$ cat config.mk
export PLATFORM = sky130hd
export DESIGN_NAME = adc_frontend
export DESIGN_NICKNAME = d
export VERILOG_FILES = /design/src/adc_ctl_pkg.sv /design/src/adc_rx_pkg.sv /design/src/adc_frontend.sv /design/src/adc_init_sequencer.sv /design/src/adc_reg_writer.sv /design/src/rx_bitslip_gearbox.sv /design/src/rx_frame_aligner.sv /design/src/spi_byte_shifter.sv
export SDC_FILE = /design/constraint.sdc
export NUM_CORES = 1
export LEC_CHECK = 0
export BUFFER_PORTS_ARGS = -buffer_cell sky130_fd_sc_hd__buf_2
export CAP_MARGIN = 5
export CELL_PAD_IN_SITES_DETAIL_PLACEMENT = 1
export CELL_PAD_IN_SITES_GLOBAL_PLACEMENT = 2
export CORE_MARGIN = 3
export CORE_UTILIZATION = 30
export CTS_CLUSTER_SIZE = 10
export DETAILED_ROUTE_END_ITERATION = 10
export GPL_TIMING_DRIVEN = 0
export MAX_ROUTING_LAYER = met4
export PLACE_DENSITY_LB_ADDON = 0.1
export SYNTH_ARGS = -nofsm -noshare
export SYNTH_HDL_FRONTEND = slang
export SYNTH_SLANG_ARGS = --single-unit
$ cat constraint.sdc
create_clock -name slow_clk -period 4.54 [get_ports slow_clk]
set_input_delay 0.908 -clock slow_clk [delete_from_list [all_inputs] [get_ports slow_clk]]
set_output_delay 0.908 -clock slow_clk [all_outputs]
set_load 0.01 [all_outputs]
$ cat src/adc_ctl_pkg.sv
package adc_ctl_pkg;

	// Microcode step period in slow_clk cycles
	localparam int step_cycles     = 64;
	localparam int step_bits       = $clog2(step_cycles);

	// SPI clock half period in slow_clk cycles
	localparam int spi_half_cycles = 2;
	localparam int spi_div_bits    = $clog2(spi_half_cycles);

	// Register write fields
	localparam int reg_addr_bits   = 8;
	localparam int reg_value_bits  = 16;

	localparam int ucode_len       = 15;
	localparam int ucode_ptr_bits  = $clog2(ucode_len);

	// One line of power-on microcode
	typedef struct packed {
		logic                      wr;
		logic [reg_addr_bits-1:0]  addr;
		logic [reg_value_bits-1:0] value;
		logic                      rst_n;
		logic                      pd;
	} ucode_step_t;

	// Fields are wr, addr, value, rst_n, pd
	localparam ucode_step_t ucode_table [ucode_len] = '{
		'{1'b0, 8'h00, 16'h0000, 1'b0, 1'b0},
		'{1'b0, 8'h00, 16'h0000, 1'b1, 1'b0},
		'{1'b0, 8'h00, 16'h0000, 1'b1, 1'b1},
		'{1'b0, 8'h00, 16'h0000, 1'b1, 1'b0},
		'{1'b1, 8'h31, 16'h0001, 1'b1, 1'b0},
		'{1'b0, 8'h00, 16'h0000, 1'b1, 1'b1},
		'{1'b0, 8'h00, 16'h0000, 1'b1, 1'b0},
		'{1'b1, 8'h3a, 16'h0202, 1'b1, 1'b0},
		'{1'b1, 8'h3b, 16'h0202, 1'b1, 1'b0},
		'{1'b1, 8'h53, 16'h0000, 1'b1, 1'b0},
		'{1'b0, 8'h00, 16'h0000, 1'b1, 1'b1},
		'{1'b0, 8'h00, 16'h0000, 1'b1, 1'b0},
		'{1'b1, 8'h56, 16'h0008, 1'b1, 1'b0},
		'{1'b1, 8'h30, 16'h00ff, 1'b1, 1'b0},
		'{1'b0, 8'h00, 16'h0000, 1'b1, 1'b0}
	};

	// Register writer FSM
	typedef enum logic [2:0] {
		idle,
		send_addr,
		send_hi,
		send_lo,
		finish
	} writer_state_t;

endpackage

$ cat src/adc_rx_pkg.sv
package adc_rx_pkg;

	// Lane geometry
	localparam int lane_count = 8;
	localparam int word_bits  = 8;
	localparam int slip_bits  = $clog2(word_bits);

	// Frame clock word after pin-swap inversion
	// First half of the sample high, second half low
	localparam logic [word_bits-1:0] frame_pattern = 8'h0f;

	// Phase error window
	localparam int window_cycles  = 256;
	localparam int win_bits       = $clog2(window_cycles);
	localparam int err_bits       = $clog2(window_cycles + 1);
	localparam int slip_threshold = 16;

	// Gearbox flush after init
	localparam int flush_cycles = 3;
	localparam int flush_bits   = $clog2(flush_cycles);

	// Aligner FSM
	typedef enum logic [1:0] {
		wait_init,
		flushing,
		track
	} aligner_state_t;

endpackage

$ cat src/adc_frontend.sv
`timescale 1ns/1ns

module adc_frontend import adc_ctl_pkg::*, adc_rx_pkg::*; (
	input  logic                            slow_clk,
	input  logic                            rst_done_sync,
	input  logic [word_bits-1:0]            raw_frame,
	input  logic [lane_count*word_bits-1:0] raw_lanes,
	output logic                            spi_clk,
	output logic                            spi_data,
	output logic                            spi_cs_n,
	output logic                            adc_rst_n,
	output logic                            adc_pd,
	output logic                            init_done,
	output logic [lane_count*word_bits-1:0] sample_data,
	output logic                            sample_valid
);

	logic                            reg_wr;
	logic [reg_addr_bits-1:0]        reg_addr;
	logic [reg_value_bits-1:0]       reg_value;
	logic                            reg_done;
	logic                            flush;
	logic                            bitslip;
	logic [word_bits-1:0]            frame_word;
	logic [lane_count*word_bits-1:0] lane_words;

	//////////////////////////////////////////////////////////////////////
	// Configuration path

	adc_init_sequencer u_seq (
		.slow_clk      (slow_clk),
		.rst_done_sync (rst_done_sync),
		.reg_done      (reg_done),
		.reg_wr        (reg_wr),
		.reg_addr      (reg_addr),
		.reg_value     (reg_value),
		.adc_rst_n     (adc_rst_n),
		.adc_pd        (adc_pd),
		.init_done     (init_done)
	);

	adc_reg_writer u_writer (
		.slow_clk      (slow_clk),
		.rst_done_sync (rst_done_sync),
		.reg_wr        (reg_wr),
		.reg_addr      (reg_addr),
		.reg_value     (reg_value),
		.reg_done      (reg_done),
		.spi_clk       (spi_clk),
		.spi_data      (spi_data),
		.spi_cs_n      (spi_cs_n)
	);

	//////////////////////////////////////////////////////////////////////
	// Receive path

	rx_bitslip_gearbox u_gearbox (
		.slow_clk      (slow_clk),
		.rst_done_sync (rst_done_sync),
		.flush         (flush),
		.bitslip       (bitslip),
		.raw_frame     (raw_frame),
		.raw_lanes     (raw_lanes),
		.frame_word    (frame_word),
		.lane_words    (lane_words)
	);

	rx_frame_aligner u_aligner (
		.slow_clk      (slow_clk),
		.rst_done_sync (rst_done_sync),
		.init_done     (init_done),
		.frame_word    (frame_word),
		.lane_words    (lane_words),
		.flush         (flush),
		.bitslip       (bitslip),
		.sample_data   (sample_data),
		.sample_valid  (sample_valid)
	);

endmodule

$ cat src/adc_init_sequencer.sv
`timescale 1ns/1ns

module adc_init_sequencer import adc_ctl_pkg::*; (
	input  logic                      slow_clk,
	input  logic                      rst_done_sync,
	input  logic                      reg_done,
	output logic                      reg_wr,
	output logic [reg_addr_bits-1:0]  reg_addr,
	output logic [reg_value_bits-1:0] reg_value,
	output logic                      adc_rst_n,
	output logic                      adc_pd,
	output logic                      init_done
);

	logic [step_bits-1:0]      step_cnt;
	logic [ucode_ptr_bits-1:0] step_ptr;
	logic                      steps_pending;
	logic                      step_tick;
	logic                      wr_pend;
	logic                      wr_busy;
	ucode_step_t               cur_step;

	assign cur_step  = ucode_table[step_ptr];
	assign step_tick = steps_pending && (step_cnt == step_bits'(step_cycles - 1));

	//////////////////////////////////////////////////////////////////////
	// Step timer and table walk

	always_ff @(posedge slow_clk) begin
		if (rst_done_sync) begin
			step_cnt      <= '0;
			step_ptr      <= '0;
			steps_pending <= 1'b1;
			adc_rst_n     <= 1'b1;
			adc_pd        <= 1'b0;
		end else if (steps_pending) begin
			step_cnt <= step_cnt + 1'b1;
			if (step_tick) begin
				step_cnt  <= '0;
				adc_rst_n <= cur_step.rst_n;
				adc_pd    <= cur_step.pd;
				// Table pointer parks on the last line
				if (step_ptr == ucode_ptr_bits'(ucode_len - 1)) begin
					steps_pending <= 1'b0;
				end else begin
					step_ptr <= step_ptr + 1'b1;
				end
			end
		end
	end

	//////////////////////////////////////////////////////////////////////
	// Write requests

	// Back-to-back write steps outrun the SPI link,
	// so a step's write waits here until the writer is free
	always_ff @(posedge slow_clk) begin
		reg_wr <= 1'b0;
		if (rst_done_sync) begin
			wr_pend <= 1'b0;
			wr_busy <= 1'b0;
		end else begin
			if (step_tick && cur_step.wr) begin
				reg_addr  <= cur_step.addr;
				reg_value <= cur_step.value;
				wr_pend   <= 1'b1;
			end else if (wr_pend && !wr_busy) begin
				reg_wr  <= 1'b1;
				wr_busy <= 1'b1;
				wr_pend <= 1'b0;
			end
			if (reg_done) begin
				wr_busy <= 1'b0;
			end
		end
	end

	// Done once the table has run and the last write is out
	always_ff @(posedge slow_clk) begin
		if (rst_done_sync) begin
			init_done <= 1'b0;
		end else if (!steps_pending && !wr_pend && !wr_busy) begin
			init_done <= 1'b1;
		end
	end

endmodule

$ cat src/adc_reg_writer.sv
`timescale 1ns/1ns

module adc_reg_writer import adc_ctl_pkg::*; (
	input  logic                      slow_clk,
	input  logic                      rst_done_sync,
	input  logic                      reg_wr,
	input  logic [reg_addr_bits-1:0]  reg_addr,
	input  logic [reg_value_bits-1:0] reg_value,
	output logic                      reg_done,
	output logic                      spi_clk,
	output logic                      spi_data,
	output logic                      spi_cs_n
);

	writer_state_t             state;
	logic [reg_addr_bits-1:0]  addr_q;
	logic [reg_value_bits-1:0] value_q;
	logic                      shift_en;
	logic [7:0]                tx_byte;
	logic                      shift_done;

	spi_byte_shifter u_shifter (
		.slow_clk      (slow_clk),
		.rst_done_sync (rst_done_sync),
		.shift_en      (shift_en),
		.tx_byte       (tx_byte),
		.spi_clk       (spi_clk),
		.spi_data      (spi_data),
		.shift_done    (shift_done)
	);

	//////////////////////////////////////////////////////////////////////
	// Address byte, then value high, then value low

	always_ff @(posedge slow_clk) begin
		shift_en <= 1'b0;
		reg_done <= 1'b0;
		if (rst_done_sync) begin
			state    <= idle;
			spi_cs_n <= 1'b1;
		end else begin
			case (state)
				idle: begin
					if (reg_wr) begin
						addr_q   <= reg_addr;
						value_q  <= reg_value;
						spi_cs_n <= 1'b0;
						state    <= send_addr;
					end
				end
				send_addr: begin
					shift_en <= 1'b1;
					tx_byte  <= addr_q;
					state    <= send_hi;
				end
				// Each byte starts right after the previous one ends
				send_hi: begin
					if (shift_done) begin
						shift_en <= 1'b1;
						tx_byte  <= value_q[15:8];
						state    <= send_lo;
					end
				end
				send_lo: begin
					if (shift_done) begin
						shift_en <= 1'b1;
						tx_byte  <= value_q[7:0];
						state    <= finish;
					end
				end
				finish: begin
					if (shift_done) begin
						spi_cs_n <= 1'b1;
						reg_done <= 1'b1;
						state    <= idle;
					end
				end
				default: state <= idle;
			endcase
		end
	end

endmodule

$ cat src/rx_bitslip_gearbox.sv
`timescale 1ns/1ns

module rx_bitslip_gearbox import adc_rx_pkg::*; (
	input  logic                            slow_clk,
	input  logic                            rst_done_sync,
	input  logic                            flush,
	input  logic                            bitslip,
	input  logic [word_bits-1:0]            raw_frame,
	input  logic [lane_count*word_bits-1:0] raw_lanes,
	output logic [word_bits-1:0]            frame_word,
	output logic [lane_count*word_bits-1:0] lane_words
);

	// Frame clock is channel 0, lanes follow
	localparam int chan_bits = (lane_count + 1) * word_bits;

	logic [chan_bits-1:0]   raw_all;
	logic [chan_bits-1:0]   prev_all;
	logic [chan_bits-1:0]   next_all;
	logic [chan_bits-1:0]   out_all;
	logic [2*word_bits-1:0] hist [lane_count+1];
	logic [slip_bits-1:0]   slip;

	assign raw_all = {raw_lanes, raw_frame};

	// Slip offset and previous word per channel
	always_ff @(posedge slow_clk) begin
		if (rst_done_sync || flush) begin
			slip     <= '0;
			prev_all <= '0;
		end else begin
			prev_all <= raw_all;
			if (bitslip) begin
				slip <= slip + 1'b1;
			end
		end
	end

	// Previous word is older, bit 7 is the oldest bit of each word
	// Window ends slip bits before the newest bit
	// Inverted for the swapped pins
	for (genvar g = 0; g <= lane_count; g++) begin : g_chan
		assign hist[g] = {prev_all[g*word_bits +: word_bits], raw_all[g*word_bits +: word_bits]};
		assign next_all[g*word_bits +: word_bits] = ~hist[g][slip +: word_bits];
	end

	always_ff @(posedge slow_clk) begin
		out_all <= next_all;
	end

	assign frame_word = out_all[word_bits-1:0];
	assign lane_words = out_all[chan_bits-1:word_bits];

endmodule

$ cat src/rx_frame_aligner.sv
`timescale 1ns/1ns

module rx_frame_aligner import adc_rx_pkg::*; (
	input  logic                            slow_clk,
	input  logic                            rst_done_sync,
	input  logic                            init_done,
	input  logic [word_bits-1:0]            frame_word,
	input  logic [lane_count*word_bits-1:0] lane_words,
	output logic                            flush,
	output logic                            bitslip,
	output logic [lane_count*word_bits-1:0] sample_data,
	output logic                            sample_valid
);

	aligner_state_t        state;
	logic [flush_bits-1:0] flush_cnt;
	logic [win_bits-1:0]   win_cnt;
	logic [err_bits-1:0]   err_cnt;
	logic [err_bits-1:0]   err_total;
	logic                  frame_err;

	// Error count including the current cycle
	assign frame_err = (frame_word != frame_pattern);
	assign err_total = err_cnt + err_bits'(frame_err);

	// Gearbox output is already registered
	assign sample_data = lane_words;

	//////////////////////////////////////////////////////////////////////
	// Flush, then per-window phase check

	always_ff @(posedge slow_clk) begin
		bitslip <= 1'b0;
		if (rst_done_sync) begin
			state        <= wait_init;
			flush        <= 1'b0;
			flush_cnt    <= '0;
			win_cnt      <= '0;
			err_cnt      <= '0;
			sample_valid <= 1'b0;
		end else begin
			case (state)
				wait_init: begin
					if (init_done) begin
						flush     <= 1'b1;
						flush_cnt <= '0;
						state     <= flushing;
					end
				end
				flushing: begin
					flush_cnt <= flush_cnt + 1'b1;
					if (flush_cnt == flush_bits'(flush_cycles - 1)) begin
						flush   <= 1'b0;
						win_cnt <= '0;
						err_cnt <= '0;
						state   <= track;
					end
				end
				track: begin
					win_cnt <= win_cnt + 1'b1;
					err_cnt <= err_total;
					// Window end: slip and drop lock, or declare lock
					if (win_cnt == win_bits'(window_cycles - 1)) begin
						win_cnt <= '0;
						err_cnt <= '0;
						if (err_total > err_bits'(slip_threshold)) begin
							bitslip      <= 1'b1;
							sample_valid <= 1'b0;
						end else begin
							sample_valid <= 1'b1;
						end
					end
				end
				default: state <= wait_init;
			endcase
		end
	end

endmodule

$ cat src/spi_byte_shifter.sv
`timescale 1ns/1ns

module spi_byte_shifter import adc_ctl_pkg::*; (
	input  logic       slow_clk,
	input  logic       rst_done_sync,
	input  logic       shift_en,
	input  logic [7:0] tx_byte,
	output logic       spi_clk,
	output logic       spi_data,
	output logic       shift_done
);

	logic                    busy;
	logic [spi_div_bits-1:0] div_cnt;
	logic [2:0]              bit_cnt;
	logic [7:0]              shift_reg;
	logic                    half_end;

	// Last slow_clk cycle of an SPI half period
	assign half_end = busy && (div_cnt == spi_div_bits'(spi_half_cycles - 1));

	// MSB out first, data line parked low when idle
	assign spi_data = busy & shift_reg[7];

	//////////////////////////////////////////////////////////////////////
	// Bit timing

	always_ff @(posedge slow_clk) begin
		shift_done <= 1'b0;
		if (rst_done_sync) begin
			busy    <= 1'b0;
			spi_clk <= 1'b0;
			div_cnt <= '0;
			bit_cnt <= '0;
		end else if (!busy) begin
			if (shift_en) begin
				busy    <= 1'b1;
				spi_clk <= 1'b0;
				div_cnt <= '0;
				bit_cnt <= '0;
			end
		end else begin
			div_cnt <= div_cnt + 1'b1;
			if (half_end) begin
				div_cnt <= '0;
				spi_clk <= !spi_clk;
				// High phase over, bit is finished
				if (spi_clk) begin
					bit_cnt <= bit_cnt + 1'b1;
					if (bit_cnt == 3'd7) begin
						busy       <= 1'b0;
						shift_done <= 1'b1;
					end
				end
			end
		end
	end

	// Load on start, advance on each falling SPI edge
	always_ff @(posedge slow_clk) begin
		if (!busy && shift_en) begin
			shift_reg <= tx_byte;
		end else if (half_end && spi_clk) begin
			shift_reg <= {shift_reg[6:0], 1'b0};
		end
	end

endmodule

==> flow_summary.toml <==
[worst_setup_path]
crit_chain = "clkbuf_1 > clkbuf_1 > buf_1 > nor2_1"
reg2reg_slack_ns = 2.11
slowest_delay_ns = 0.60
cp_common_cell = "clkbuf_1"
worstPathRequired_ns = 4.75
worst_path_max_delay_cell = "buf_1"
startpoint_type = "input pin"
crit_family = "buffers and inverters"
critical_path_depth = 4
ff2ff_path_depth = 5
cp_max_fo = 11
reg2reg_to = "u_seq.reg_addr[1]"
endpoint = "u_seq.reg_addr[1]"
critical_path_class = "in2reg"
cp.arrival_ns = 2.80
crit_start = "rst_done_sync"
cp_num_buf_inv = 3
worst_setup_path_end_kind = "flop"
r2r_start = "u_seq.step_ptr[1]"

[clock_network]
cts_resized = 0
cts_tree = "built"
clk-insertion-delay-late_ns = 0.55
cts.sinks = 230
cts_hold_buf = 0
clockBufferDepth = 3
post_cts_buffers = 0
cts_buffers = 29
htreeDepth = 1
cts-root-buf = "clkbuf_16"
path_clk_slew_ns = 0.05

[finish]
top_regs = "u_gearbox.out_all (72), u_gearbox.prev_all (63), u_aligner.err_cnt (9)"
final_common_cell = "dfxtp_1"
largest-register = "u_gearbox.out_all"
drive_gt1_share_pct = 24.5
area_growth_pct = 20.4
largest_register_ffs = 72
final_cell_mix = "dfxtp_1, buf_2, mux2i_1"
nets = 1224

[placement]
post-dp-hpwl_mm = 24.0
port_buffers = 143
gp_congestion = 0.798

[pwr]
p_per_area_nw_per_um2 = 364
ir_drop_uv = 277
power.static_leakage_nw = 4.64

[detailed_routing]
routed_via_density = 4.91
wl_per_cell_um = 21.1
drt-initial-drc-count = 414
remaining_drc_errors = 0
ant_nets = 0
vias = 7858
drt-pass1-iter-count = 4
wl_mm = 33.8

[synth]
ys_seq_elements = 230
synthFlopType = "dfxtp_1"
yosysUniqueCellTypes = 55
synthTopCellsByArea = "dfxtp_1, mux2i_1, edfxtp_1"
syn_inst = 962
synth_fp_nets = 1050
yosysSeqAreaShare_pct = 47.8
synth_warnings = 0
syn_area_per_cell_um2 = 10.8
async_reset_ff_share_pct = 0
synthesis.area_um2 = 10400
yosysTopAreaCell = "dfxtp_1"
synth_top_area_share_pct = 36.9
synth_edf_count = 38

[timing]
rsz0062_at_grt = "no"
maxSlewViolCount = 0
setup_viol = 0
finalCritPeriodShare_pct = 56.9
tightest_slew_ns = 0.980
min_period_ns = 2.59
fmax_ghz = 0.387
hold_viol = 0
finalSetupTns_ns = 0
fin_hold_ws_ns = 0.408
clock_skew_ns = 0.0104
relSlewSlack_pct = 34.1

[die]
initial_core_util_pct = 30.8
fp.dieW_um = 192
pin_count = 145
rows = 67
core_area_um2 = 33900
die_area_um2 = 37000
dieHeight_um = 192

[run]
cap_violations = 0

[global_route]
grt_pass1_vias = 8360
grtUsageTotal_pct = 19.1
grt_max_degree = 15
grt_pass1_wl_mm = 52.2
antenna_found_initial = 0
overflow = 0

[worst_hold_path]
holdCritPathClass = "reg2reg"

[outcome]
outcome = "finished, final reports clean"
cell type report:
class	instances	area [µm²]
plain buffers	68	367
clock buffers	42	805
flip-flops and latches	230	4980
inverters	7	26.3
diodes	1	2.50
fillers	3785	21300
well taps	448	561
repair buffers	143	716
multi-input cells	657	5060
clock inverters	6	36.3
metrics by stage:
stage | std cells | utilization (%) | worst slack (ns) | power, mW | instance area, µm²
3_5_place_dp | 1553 | 34.6 | 1.34 | 2.53 | 11700
5_1_grt | 1601 | 37.1 | 1.77 | 4.76 | 12600
4_1_cts | 1601 | 37.0 | 1.92 | 4.64 | 12500
3_3_place_gp | 1553 | 34.6 | 1.32 | 2.53 | 11700
2_1_floorplan | 962 | - | 2.06 | 2.38 | 10400
6_report | 1602 | 37.1 | 1.95 | 4.56 | 12600
kinds of logic after synthesis:
logic type                 share of synthesized area, %
DFF                                                47.8
xor gates and xnor gates                           1.09
adders and majority gates                          1.68
buffers and inverters                              3.77
and+or+nand+nor                                    14.4
muxes                                              23.8
AOI/OAI and AO/OA                                  7.52
worst min path at each step:
stage,startpoint,to,slack (ns),depth (start not counted)
floorplan,u_writer.reg_done,u_seq.wr_busy,0.37,1
global placement,u_writer.reg_done,u_seq.wr_busy,0.40,1
detailed placement,u_writer.reg_done,u_seq.wr_busy,0.39,1
CTS,u_writer.reg_done,u_seq.wr_busy,0.41,1
global route,u_writer.reg_done,u_seq.wr_busy,0.43,1
finish,u_writer.reg_done,u_seq.wr_busy,0.41,1
cell usage after synthesis (all sizes together) (2+ instances only):
| master | count |
|---|---|
| a211oi | 4 |
| a31oi | 3 |
| a21oi | 49 |
| and4 | 4 |
| dfxtp | 192 |
| nand2b | 8 |
| mux2 | 28 |
| nor3 | 19 |
| nand3b | 2 |
| nor3b | 2 |
| buf | 42 |
| mux2i | 135 |
| nand3 | 18 |
| nor2b | 6 |
| and3 | 8 |
| a22oi | 4 |
| ha | 14 |
| nor4 | 5 |
| o211ai | 2 |
| o21bai | 4 |
| edfxtp | 38 |
| inv | 7 |
| o21ai | 38 |
| nor2 | 62 |
| nand4 | 3 |
| xor2 | 6 |
| a311oi | 10 |
| o21a | 2 |
| a41oi | 2 |
| nand2 | 94 |
| xnor2 | 7 |
| and2 | 67 |
| mux4 | 36 |
| or2 | 2 |
| clkbuf | 26 |
| o32ai | 2 |
report_power, final:
group / switching, mW / total (mW) / internal [mW] / leakage (nW)
clock network: 0.862 / 2.07 / 1.21 / 0.411
logic: 0.169 / 0.305 / 0.136 / 2.29
registers: 0.0348 / 2.18 / 2.15 / 1.94
total: 1.07 / 4.56 / 3.50 / 4.64
per-layer routing:
layer	up-vias	track usage (%)	part of all wire [%]
met1	3872	26.7	49
met3	36	2.65	5.1
met2	170	30.3	45
met5	-	-	0
met4	0	3.14	1.6
li1	3780	-	-
Power figures use the tool's default switching activity.
